`src/rtl/ros2_host_pkg.sv`:
```
package ros2_host_pkg;

    localparam int BUF_WORD_W   = 32;
    localparam int RXBUF_AWIDTH = 6;
    localparam int TXBUF_AWIDTH = 6;
    localparam int FRAME_SIZE_W = 16;

    // one word of either udp buffer.
    typedef logic [BUF_WORD_W-1:0]   buf_word_t;
    typedef logic [RXBUF_AWIDTH-1:0] rxbuf_addr_t;
    typedef logic [TXBUF_AWIDTH-1:0] txbuf_addr_t;
    typedef logic [FRAME_SIZE_W-1:0] frame_size_t; // bytes.

    // owner of a udp buffer.
    typedef enum logic {
        OWNER_IP  = 1'b0,
        OWNER_CPU = 1'b1
    } owner_t;

    // app data arbiter state, one hot per grant.
    typedef enum logic [1:0] {
        GRANT_NONE = 2'b00,
        GRANT_IP   = 2'b01,
        GRANT_CPU  = 2'b10
    } app_grant_t;

    // frame size lives in the upper half of this word.
    localparam rxbuf_addr_t RX_SIZE_WORD_ADDR = 6'd1;

    // led class bounds, inclusive.
    localparam frame_size_t RED_MAX_SIZE   = 16'd10;
    localparam frame_size_t GREEN_MAX_SIZE = 16'd20;

endpackage

```
`src/rtl/buf_own_if.sv`:
```
`timescale 1ns/10ps

interface buf_own_if;

    logic ip_rel;    // engine gives the buffer back.
    logic cpu_rel;   // cpu side gives the buffer back.
    logic ip_grant;
    logic cpu_grant;

    modport arbiter (
        input  ip_rel,
        input  cpu_rel,
        output ip_grant,
        output cpu_grant
    );

    modport host (
        input  cpu_grant,
        output cpu_rel
    );

    // bound to the top level ports, the testbench plays the engine.
    modport engine (
        input  ip_grant,
        output ip_rel
    );

endinterface

```
`src/rtl/app_data_arbiter.sv`:
```
`timescale 1ns/10ps

module app_data_arbiter import ros2_host_pkg::*; (
    input  logic clk,
    input  logic rst_n,
    input  logic ether_en,
    input  logic ip_req,
    input  logic ip_rel,
    input  logic cpu_req,
    input  logic cpu_rel,
    output logic ip_grant,
    output logic cpu_grant
);

    app_grant_t state;

    always_ff @(posedge clk or negedge rst_n) begin
        if (!rst_n) begin
            state <= GRANT_NONE;
        end else begin
            case (state)
                GRANT_NONE: begin
                    // engine wins a tie.
                    if (ip_req) begin
                        state <= GRANT_IP;
                    end else if (cpu_req) begin
                        state <= GRANT_CPU;
                    end
                end
                GRANT_IP: begin
                    if (ip_rel) begin
                        state <= GRANT_NONE;
                    end
                end
                GRANT_CPU: begin
                    if (cpu_rel) begin
                        state <= GRANT_NONE;
                    end
                end
                default: begin
                    state <= GRANT_NONE;
                end
            endcase
        end
    end

    // the whole block is invisible while ethernet is off.
    assign ip_grant  = ether_en & (state == GRANT_IP);
    assign cpu_grant = ether_en & (state == GRANT_CPU);

endmodule

```
`src/rtl/buffer_owner_arbiter.sv`:
```
`timescale 1ns/10ps

module buffer_owner_arbiter import ros2_host_pkg::*; #(
    parameter owner_t RESET_OWNER = OWNER_IP
) (
    input  logic       clk,
    input  logic       rst_n,
    input  logic       ether_en,
    buf_own_if.arbiter own
);

    owner_t owner;

    // ownership only moves on the current owner's release.
    always_ff @(posedge clk or negedge rst_n) begin
        if (!rst_n) begin
            owner <= RESET_OWNER;
        end else begin
            case (owner)
                OWNER_IP: begin
                    if (own.ip_rel) begin
                        owner <= OWNER_CPU;
                    end
                end
                OWNER_CPU: begin
                    if (own.cpu_rel) begin
                        owner <= OWNER_IP;
                    end
                end
                default: begin
                    owner <= RESET_OWNER;
                end
            endcase
        end
    end

    assign own.ip_grant  = ether_en & (owner == OWNER_IP);
    assign own.cpu_grant = ether_en & (owner == OWNER_CPU);

endmodule

```
`src/rtl/ros2_host_top.sv`:
```
`timescale 1ns/10ps

module ros2_host_top import ros2_host_pkg::*; #(
    parameter int TX_PERIOD_LOG2 = 27
) (
    input  logic        clk,
    input  logic        rst_n,
    input  logic        ether_en,

    // application data block.
    input  logic        app_data_ip_req,
    input  logic        app_data_ip_rel,
    input  logic        app_data_cpu_req,
    input  logic        app_data_cpu_rel,
    output logic        app_data_ip_grant,
    output logic        app_data_cpu_grant,

    // udp receive buffer, engine side.
    input  logic        rxbuf_ip_rel,
    output logic        rxbuf_ip_grant,
    input  rxbuf_addr_t rxbuf_addr,
    input  logic        rxbuf_we,
    input  buf_word_t   rxbuf_wdata,

    // udp transmit buffer, engine side.
    input  logic        txbuf_ip_rel,
    output logic        txbuf_ip_grant,
    input  txbuf_addr_t txbuf_addr,
    output buf_word_t   txbuf_rdata,

    output logic        led_r,
    output logic        led_g,
    output logic        led_b
);

    buf_own_if rx_own ();
    buf_own_if tx_own ();

    // engine side of both buffers comes from the ports.
    assign rx_own.ip_rel  = rxbuf_ip_rel;
    assign rxbuf_ip_grant = rx_own.ip_grant;
    assign tx_own.ip_rel  = txbuf_ip_rel;
    assign txbuf_ip_grant = tx_own.ip_grant;

    app_data_arbiter i_app_arb (
        .clk       (clk),
        .rst_n     (rst_n),
        .ether_en  (ether_en),
        .ip_req    (app_data_ip_req),
        .ip_rel    (app_data_ip_rel),
        .cpu_req   (app_data_cpu_req),
        .cpu_rel   (app_data_cpu_rel),
        .ip_grant  (app_data_ip_grant),
        .cpu_grant (app_data_cpu_grant)
    );

    // engine owns the receive buffer out of reset.
    buffer_owner_arbiter #(
        .RESET_OWNER (OWNER_IP)
    ) i_rx_arb (
        .clk      (clk),
        .rst_n    (rst_n),
        .ether_en (ether_en),
        .own      (rx_own.arbiter)
    );

    // cpu owns the transmit buffer until the first frame is ready.
    buffer_owner_arbiter #(
        .RESET_OWNER (OWNER_CPU)
    ) i_tx_arb (
        .clk      (clk),
        .rst_n    (rst_n),
        .ether_en (ether_en),
        .own      (tx_own.arbiter)
    );

    tx_frame_source #(
        .TX_PERIOD_LOG2 (TX_PERIOD_LOG2)
    ) i_tx_src (
        .clk         (clk),
        .rst_n       (rst_n),
        .txbuf_addr  (txbuf_addr),
        .txbuf_rdata (txbuf_rdata),
        .own         (tx_own.host)
    );

    rx_frame_monitor i_rx_mon (
        .clk         (clk),
        .rst_n       (rst_n),
        .rxbuf_addr  (rxbuf_addr),
        .rxbuf_we    (rxbuf_we),
        .rxbuf_wdata (rxbuf_wdata),
        .led_r       (led_r),
        .led_g       (led_g),
        .led_b       (led_b),
        .own         (rx_own.host)
    );

endmodule

```
`src/rtl/rx_frame_monitor.sv`:
```
`timescale 1ns/10ps

module rx_frame_monitor import ros2_host_pkg::*; (
    input  logic        clk,
    input  logic        rst_n,
    input  rxbuf_addr_t rxbuf_addr,
    input  logic        rxbuf_we,
    input  buf_word_t   rxbuf_wdata,
    output logic        led_r,
    output logic        led_g,
    output logic        led_b,
    buf_own_if.host     own
);

    logic        rx_rel;
    frame_size_t last_rx_size;

    // give the buffer straight back once we own it.
    always_ff @(posedge clk or negedge rst_n) begin
        if (!rst_n) begin
            rx_rel <= 1'b0;
        end else begin
            rx_rel <= own.cpu_grant;
        end
    end

    assign own.cpu_rel = rx_rel;

    // snoop the size word as the engine writes it.
    always_ff @(posedge clk or negedge rst_n) begin
        if (!rst_n) begin
            last_rx_size <= '0; // keeps the leds dark until a frame.
        end else if (rxbuf_we && (rxbuf_addr == RX_SIZE_WORD_ADDR)) begin
            last_rx_size <= rxbuf_wdata[BUF_WORD_W-1 -: FRAME_SIZE_W];
        end
    end

    assign led_r = (last_rx_size != '0) && (last_rx_size <= RED_MAX_SIZE);
    assign led_g = (last_rx_size > RED_MAX_SIZE) && (last_rx_size <= GREEN_MAX_SIZE);
    assign led_b = (last_rx_size > GREEN_MAX_SIZE);

endmodule

```
`src/rtl/tx_frame_source.sv`:
```
`timescale 1ns/10ps

module tx_frame_source import ros2_host_pkg::*; #(
    parameter int TX_PERIOD_LOG2 = 27
) (
    input  logic        clk,
    input  logic        rst_n,
    input  txbuf_addr_t txbuf_addr,
    output buf_word_t   txbuf_rdata,
    buf_own_if.host     own
);

    logic [TX_PERIOD_LOG2:0] tx_cnt;
    logic                    tx_rel;

    // period is 2^TX_PERIOD_LOG2 + 1 cycles.
    always_ff @(posedge clk or negedge rst_n) begin
        if (!rst_n) begin
            tx_cnt <= '0;
            tx_rel <= 1'b0;
        end else begin
            if (tx_cnt[TX_PERIOD_LOG2]) begin
                tx_rel <= 1'b1; // hand the buffer to the engine.
                tx_cnt <= '0;
            end else begin
                tx_rel <= 1'b0;
                tx_cnt <= tx_cnt + 1'b1;
            end
        end
    end

    assign own.cpu_rel = tx_rel;

    // frame image, read one word per cycle by the engine.
    // the engine may read at any time, ownership is its own business.
    always_ff @(posedge clk or negedge rst_n) begin
        if (!rst_n) begin
            txbuf_rdata <= '0;
        end else begin
            case (txbuf_addr)
                6'd0: begin
                    txbuf_rdata <= 32'h0a01a8c0; // destination ip.
                end
                6'd1: begin
                    txbuf_rdata <= 32'h045704d2; // udp ports.
                end
                6'd2: begin
                    txbuf_rdata <= 32'h00000007; // payload length.
                end
                6'd3: begin
                    txbuf_rdata <= 32'h626f6f66;
                end
                6'd4: begin
                    txbuf_rdata <= 32'h000a7261;
                end
                default: begin
                    txbuf_rdata <= '0;
                end
            endcase
        end
    end

endmodule

```
`config.mk`:
```
export PLATFORM = sky130hd
export DESIGN_NAME = ros2_host_top
export DESIGN_NICKNAME = d
export VERILOG_FILES = /design/src/rtl/ros2_host_pkg.sv /design/src/rtl/buf_own_if.sv /design/src/rtl/app_data_arbiter.sv /design/src/rtl/buffer_owner_arbiter.sv /design/src/rtl/ros2_host_top.sv /design/src/rtl/rx_frame_monitor.sv /design/src/rtl/tx_frame_source.sv
export SDC_FILE = /design/constraint.sdc
export NUM_CORES = 1
export LEC_CHECK = 0
export BUFFER_PORTS_ARGS = -buffer_cell sky130_fd_sc_hd__buf_4
export CELL_PAD_IN_SITES_DETAIL_PLACEMENT = 1
export CELL_PAD_IN_SITES_GLOBAL_PLACEMENT = 1
export CORE_ASPECT_RATIO = 0.9
export CORE_MARGIN = 2
export CORE_UTILIZATION = 43
export CTS_BUF_LIST = sky130_fd_sc_hd__clkbuf_8
export DETAILED_ROUTE_END_ITERATION = 12
export MAX_ROUTING_LAYER = met4
export PLACE_DENSITY = 0.87
export SETUP_SLACK_MARGIN = 0.1
export SYNTH_ARGS = -nofsm -noshare
export SYNTH_HDL_FRONTEND = slang
export SYNTH_SLANG_ARGS = --single-unit
```
`constraint.sdc`:
```
create_clock -name clk -period 2.81 [get_ports clk]
set_input_delay 0.7025 -clock clk [delete_from_list [all_inputs] [get_ports clk]]
set_output_delay 0.7025 -clock clk [all_outputs]
set_load 0.03 [all_outputs]
```
After elaboration in Yosys (flattened, before gate mapping)
Index checks and enable logic that the tools add are counted.
{"block": "op_classes", "n_eq_ne": 10, "add_sub_neg": 1, "reduce_logical": 7, "n_lt_le_gt_ge": 4, "bitwise": 7, "mux": 14}
{"op": "31-bit case mux with 5 select lines", "n": 1}
{"op": "28-bit by 1-bit adder with 28-bit output (second input constant)", "n": 1}
{"op": "28-bit two-way mux", "n": 1}
{"op": "16-bit by 4-bit greater-than comparator with 1-bit output (second input constant)", "n": 1}
{"op": "16-bit by 5-bit greater-than comparator with 1-bit output (second input constant)", "n": 1}
{"op": "16-bit by 4-bit less-or-equal comparator with 1-bit output (second input constant)", "n": 1}
{"op": "16-bit by 5-bit less-or-equal comparator with 1-bit output (second input constant)", "n": 1}
{"op": "16-bit nonzero test", "n": 1}
{"op": "6-bit by 1-bit equality test with 1-bit output (second input constant)", "n": 2}
{"op": "6-bit by 2-bit equality test with 1-bit output (second input constant)", "n": 2}
{"op": "2-bit two-way mux", "n": 4}
{"op": "6-bit by 3-bit equality test with 1-bit output (second input constant)", "n": 1}
{"op": "6-bit logical NOT", "n": 1}
{"op": "2-bit case mux with 3 select lines", "n": 1}
{"op": "1-bit bitwise AND", "n": 5}
{"op": "1-bit two-way mux", "n": 5}
{"op": "2-bit inequality test (second input constant)", "n": 2}
{"op": "1-bit case mux with 2 select lines", "n": 2}
{"op": "1-bit logical AND", "n": 3}
{"op": "3-bit inequality test (second input constant)", "n": 1}
{"op": "3-bit AND reduction", "n": 1}
{"op": "2-bit by 1-bit equality test with 1-bit output (second input constant)", "n": 1}
{"op": "2-bit equality test (second input constant)", "n": 1}
{"op": "2-bit logical NOT", "n": 1}
{"op": "1-bit NOT", "n": 2}
{"block": "totals", "reg_bits": 81, "out_inout_bits": 39, "inputBits": 54}

Depth between registers and ports, before layout
{"block": "depth", "ltp_word": 3, "mapped_depth": 6}

Cells and area by module
A second synthesis with hierarchy kept.
{"block": "unflattened", "hier_cells": 270, "area_unflattened_um2": 3016.6}
{"module": "tx_frame_source", "seq_area_each_um2": 1101.1, "instances": 1, "area_per_inst_um2": 2025.7, "cells_each": 198}
{"module": "rx_frame_monitor", "seq_area_each_um2": 425.4, "instances": 1, "area_per_inst_um2": 788.3, "cells_each": 51}
{"module": "app_data_arbiter", "seq_area_each_um2": 50.0, "instances": 1, "area_per_inst_um2": 106.4, "cells_each": 11}
{"module": "buffer_owner_arbiter at i_tx_arb", "seq_area_each_um2": 26.3, "instances": 1, "area_per_inst_um2": 48.8, "cells_each": 5}
{"module": "buffer_owner_arbiter at i_rx_arb", "seq_area_each_um2": 25.0, "instances": 1, "area_per_inst_um2": 47.5, "cells_each": 5}

Least setup slack after synthesis
OpenSTA, ideal clock, no wires.
{"block": "synth_timing", "path_type": "register to output", "startpoint": "register i_rx_mon.last_rx_size[1]", "endpoint": "output led_g", "slack_ns": 0.618, "path_stages_with_launch": 4, "t_arrival_ns": 1.489, "cell_sequence": "dfrtp_1 o21a_1 or3b_2 a21oi_1"}
{"block": "synth_via", "elab_chain_len": 2}
{"element": "from (decl)", "line_no": "rx_frame_monitor.sv:16", "source": "frame_size_t last_rx_size;"}
{"element": "from (signal assigned)", "line_no": "rx_frame_monitor.sv:34", "source": "last_rx_size <= rxbuf_wdata[BUF_WORD_W-1 -: FRAME_SIZE_W];"}
{"element": "16-bit by 4-bit greater-than comparator with 1-bit output or 16-bit by 5-bit less-or-equal comparator with 1-bit output (tied branches)", "line_no": "rx_frame_monitor.sv:39", "source": "assign led_g = (last_rx_size > RED_MAX_SIZE) && (last_rx_size <= GREEN_MAX_SIZE);"}
{"element": "1-bit logical AND *", "line_no": "rx_frame_monitor.sv:39"}
{"element": "to (decl)", "line_no": "ros2_host_top.sv:32", "source": "output logic led_g,"}
Mark *: on every way between the ends. The rest lies on a longest branch, timed or not.

Worst setup path after layout
Same ends and word-level chain as after synthesis.

==> impl_results.md <==
- Status: finished, final reports clean
- DP HPWL: between 5000 and 6000 microns
- Nets: approximately 390
- Slew of the pin with the lowest slew margin: 0.818 ns
- Final clock skew: 0.0137 ns
- Htree depth: 3
- Synth cell types: 39
- Crit end category: output pin
- WHS: approximately 0.41 ns
- Final setup violation count: 0
- Clock Sink Count: between 60 and 70
- Tcrit/Tclk final: 89.0%
- RSZ-0062 raised after global routing: false
- GRT met3 Usage: approximately 8.0%
- Router iterations before antenna repair: 4
- Peak supply drop: about 0.29 mV
- Total GRT Usage: between 20% and 30%
- Post-CTS sizing: 0
- P&R area growth vs syn: 24.8%
- Worst-path cell chain: o21a_1 > or3b_2 > a21oi_1 > buf_4
- Vias: 2268
- Maximum single-stage delay on the critical path: ~0.45 ns
- Filler Cell Count: 733
- Core footprint: about 0.0066 sq mm
- EDFF count, synth: 0
- Die area: around 0.0075 sq mm
- Maximum clock insertion buffer count: 2
- Startpoint Class: flip-flop
- Lkg Pwr: around 0.0018 uW
- Root Driver: clkbuf_8
- Wire per inst: roughly 18 microns
- Design area: about 0.0037 sq mm
- HP Class: flip-flop to flip-flop
- CP max FO: 4
- DRT iter0 DRCs: 120
- Period minus WS final: about 2.5 ns
- Total negative slack: 0 ns
- #FFs+latches synth: 65
- Syn. warnings: 0
- Cell at the slowest stage of the critical path: or3b_2
- Crit Path Category: flip-flop to output pin
- GRT Residual Overflow: 0
- Arrival @ worst endpoint: approximately 1.8 ns
- Clock insertion delay at the later pin of the skew report: roughly 0.36 ns
- First-pass GRT wire length: approximately 12000 microns
- Post-synthesis sequential area ratio: between 50% and 60%
- Fraction of registers with async set/reset: 100%
- Delay-heaviest family, CP: simple AND/OR/NAND/NOR gates
- Initial Util: between 40% and 50%
- Initial antenna violation count: 0
- Max-Cap Viols: 0
- Slew margin rel.: a little under half
- Finished Core Util: between 50% and 60%
- Chip Width: between 90 and 100 microns
- Diodes inserted: 0
- Gr busiest metal: met2
- Worst path buffer plus inverter count: 1
- Netlist Area Pre-Place: just under 0.003 sq mm
- Syn avg cell area: approximately 11 sq um
- DRC viols: 0
- Pwr/cell area: 596 mW/mm^2
- Area of the multi-input gates: between 0.001 and 0.0015 sq mm
- Placed inst area: roughly 0.0034 sq mm
- Commonest non-fill, non-tap cell in the layout: buf_4
- Floorplan row count: 28
- Final Routed Wirelength: approximately 7600 microns
- Met1 global-route usage: a little under a quarter
- Fraction of layout cells with a size suffix above 1: 32.9%
- Register area: ~0.0016 sq mm
- CTS tree: built
- CTS buffer count: 9
- Clk slew on worst S/H paths: roughly 0.08 ns
- Met2 Track Usage GR: 38.7%
- Leading cell types in the layout, fill and taps excluded: buf_4, dfrtp_1, nor2_1
- Fin. max-slew vios: 0
- Count of buffers from port buffering: between 70 and 80
- FMAX: roughly 400 MHz
- Crit path required time: between 2 and 2.5 ns
- Vias in the first global route: approximately 2500
- Final Hold Fails: 0
- Mapped Cells: between 200 and 300
- IO Pins: between 90 and 100
- Largest net degree at the start of global routing: 66
- Vias per cell: approximately 5.3
- Commonest register cell after synthesis: dfrtp_1
- Final ANT Viol Nets: 0
- Number of buffers inserted by hold repair at cts: 0
- # Post-CTS Setup Buffers: 0
- Gpl congestion: ~0.8
- Chip height: between 80 and 90 microns
metrics by stage:
step                cells  total power [uW]  setup slack, ns
finish                427              2180            0.309
global route          427              2270            0.213
CTS                   427              2210            0.290
detailed placement    411              1280            0.641
global placement      411              1260            0.729
floorplan             273              1160            0.618
final timing paths:
path                                     startpoint  slack, ns  depth (start not counted)             endpoint
min                            i_tx_src.own.cpu_rel       0.41                          1       i_tx_arb.owner
max in group asynchronous                     rst_n       1.83                          1  i_tx_src.tx_cnt[24]
max reg2reg                      i_tx_src.tx_cnt[0]       0.70                          5  i_tx_src.tx_cnt[24]
max                        i_rx_mon.last_rx_size[1]       0.31                          4                led_g
min in group asynchronous                     rst_n       0.43                          1   i_tx_src.tx_cnt[9]
min reg2reg                    i_tx_src.own.cpu_rel       0.41                          1       i_tx_arb.owner
cell usage after synthesis (2+ instances only):
cell	count	area share, %
nand2_1	11	1.4
mux2i_1	2	0.68
buf_6	2	0.77
nor4_1	4	0.85
and3_1	2	0.43
or4_4	2	0.77
a21oi_1	15	2.6
nor2_1	26	3.3
and4_1	3	0.89
nand3_1	12	2.0
nor2b_1	5	1.1
nand4_1	6	1.3
buf_4	17	4.3
dfrtp_1	64	55
nor3_1	8	1.4
xnor2_1	7	2.1
o21ai_0	9	1.5
nand2b_1	4	0.85
xor2_1	7	2.1
and2_1	2	0.43
inv_1	9	1.2
mux2_2	17	6.5
o21ai_1	3	0.51
clkbuf_1	5	0.64
or4_1	4	1.0
or3_1	8	1.7
o31ai_1	3	0.77
cell type report:
class,count,area share [%]
multi-input cells,175,30.6
inverters,9,0.922
clock inverters,6,2.46
repair buffers,72,14.8
clock buffers,10,3.76
well taps,90,3.07
flip-flops and latches,65,44.4
metal layers:
metal,vias to the layer above,wire [microns]
met5,-,0
met4,0,178
met3,16,424
met2,67,4020
met1,1144,2980
li1,1041,-
power breakdown:
group	internal, uW	switching [uW]	leakage [uW]
logic	109	132	0.000793
registers	982	42.9	0.000870
clock network	526	392	0.000113
total	1620	567	0.00178
cells by family (layout without fill, tap and decap cells):
| logic type | after synthesis | in the layout | synth area share [%] |
|---|---|---|---|
| flops | 65 | 65 | 55.4 |
| buf+inv | 33 | 97 | 6.90 |
| fa+ha+maj | 1 | 1 | 0.426 |
| simple gates | 104 | 104 | 19.9 |
| other cells | 1 | 5 | 0.128 |
| compound gates | 32 | 32 | 5.88 |
| xor+xnor | 14 | 14 | 4.18 |
| mux | 19 | 19 | 7.20 |
sequential cells by signal, indices dropped and copies added, names as in the netlist:
| name | flops |
|---|---|
| i_rx_mon.own.cpu_rel | 1 |
| i_app_arb.state | 2 |
| i_rx_mon.last_rx_size | 16 |
| i_rx_arb.owner | 1 |
| i_tx_arb.owner | 1 |
| i_tx_src.tx_cnt | 28 |
| i_tx_src.own.cpu_rel | 1 |
| i_tx_src.txbuf_rdata | 15 |
Power figures use the tool's default switching activity.
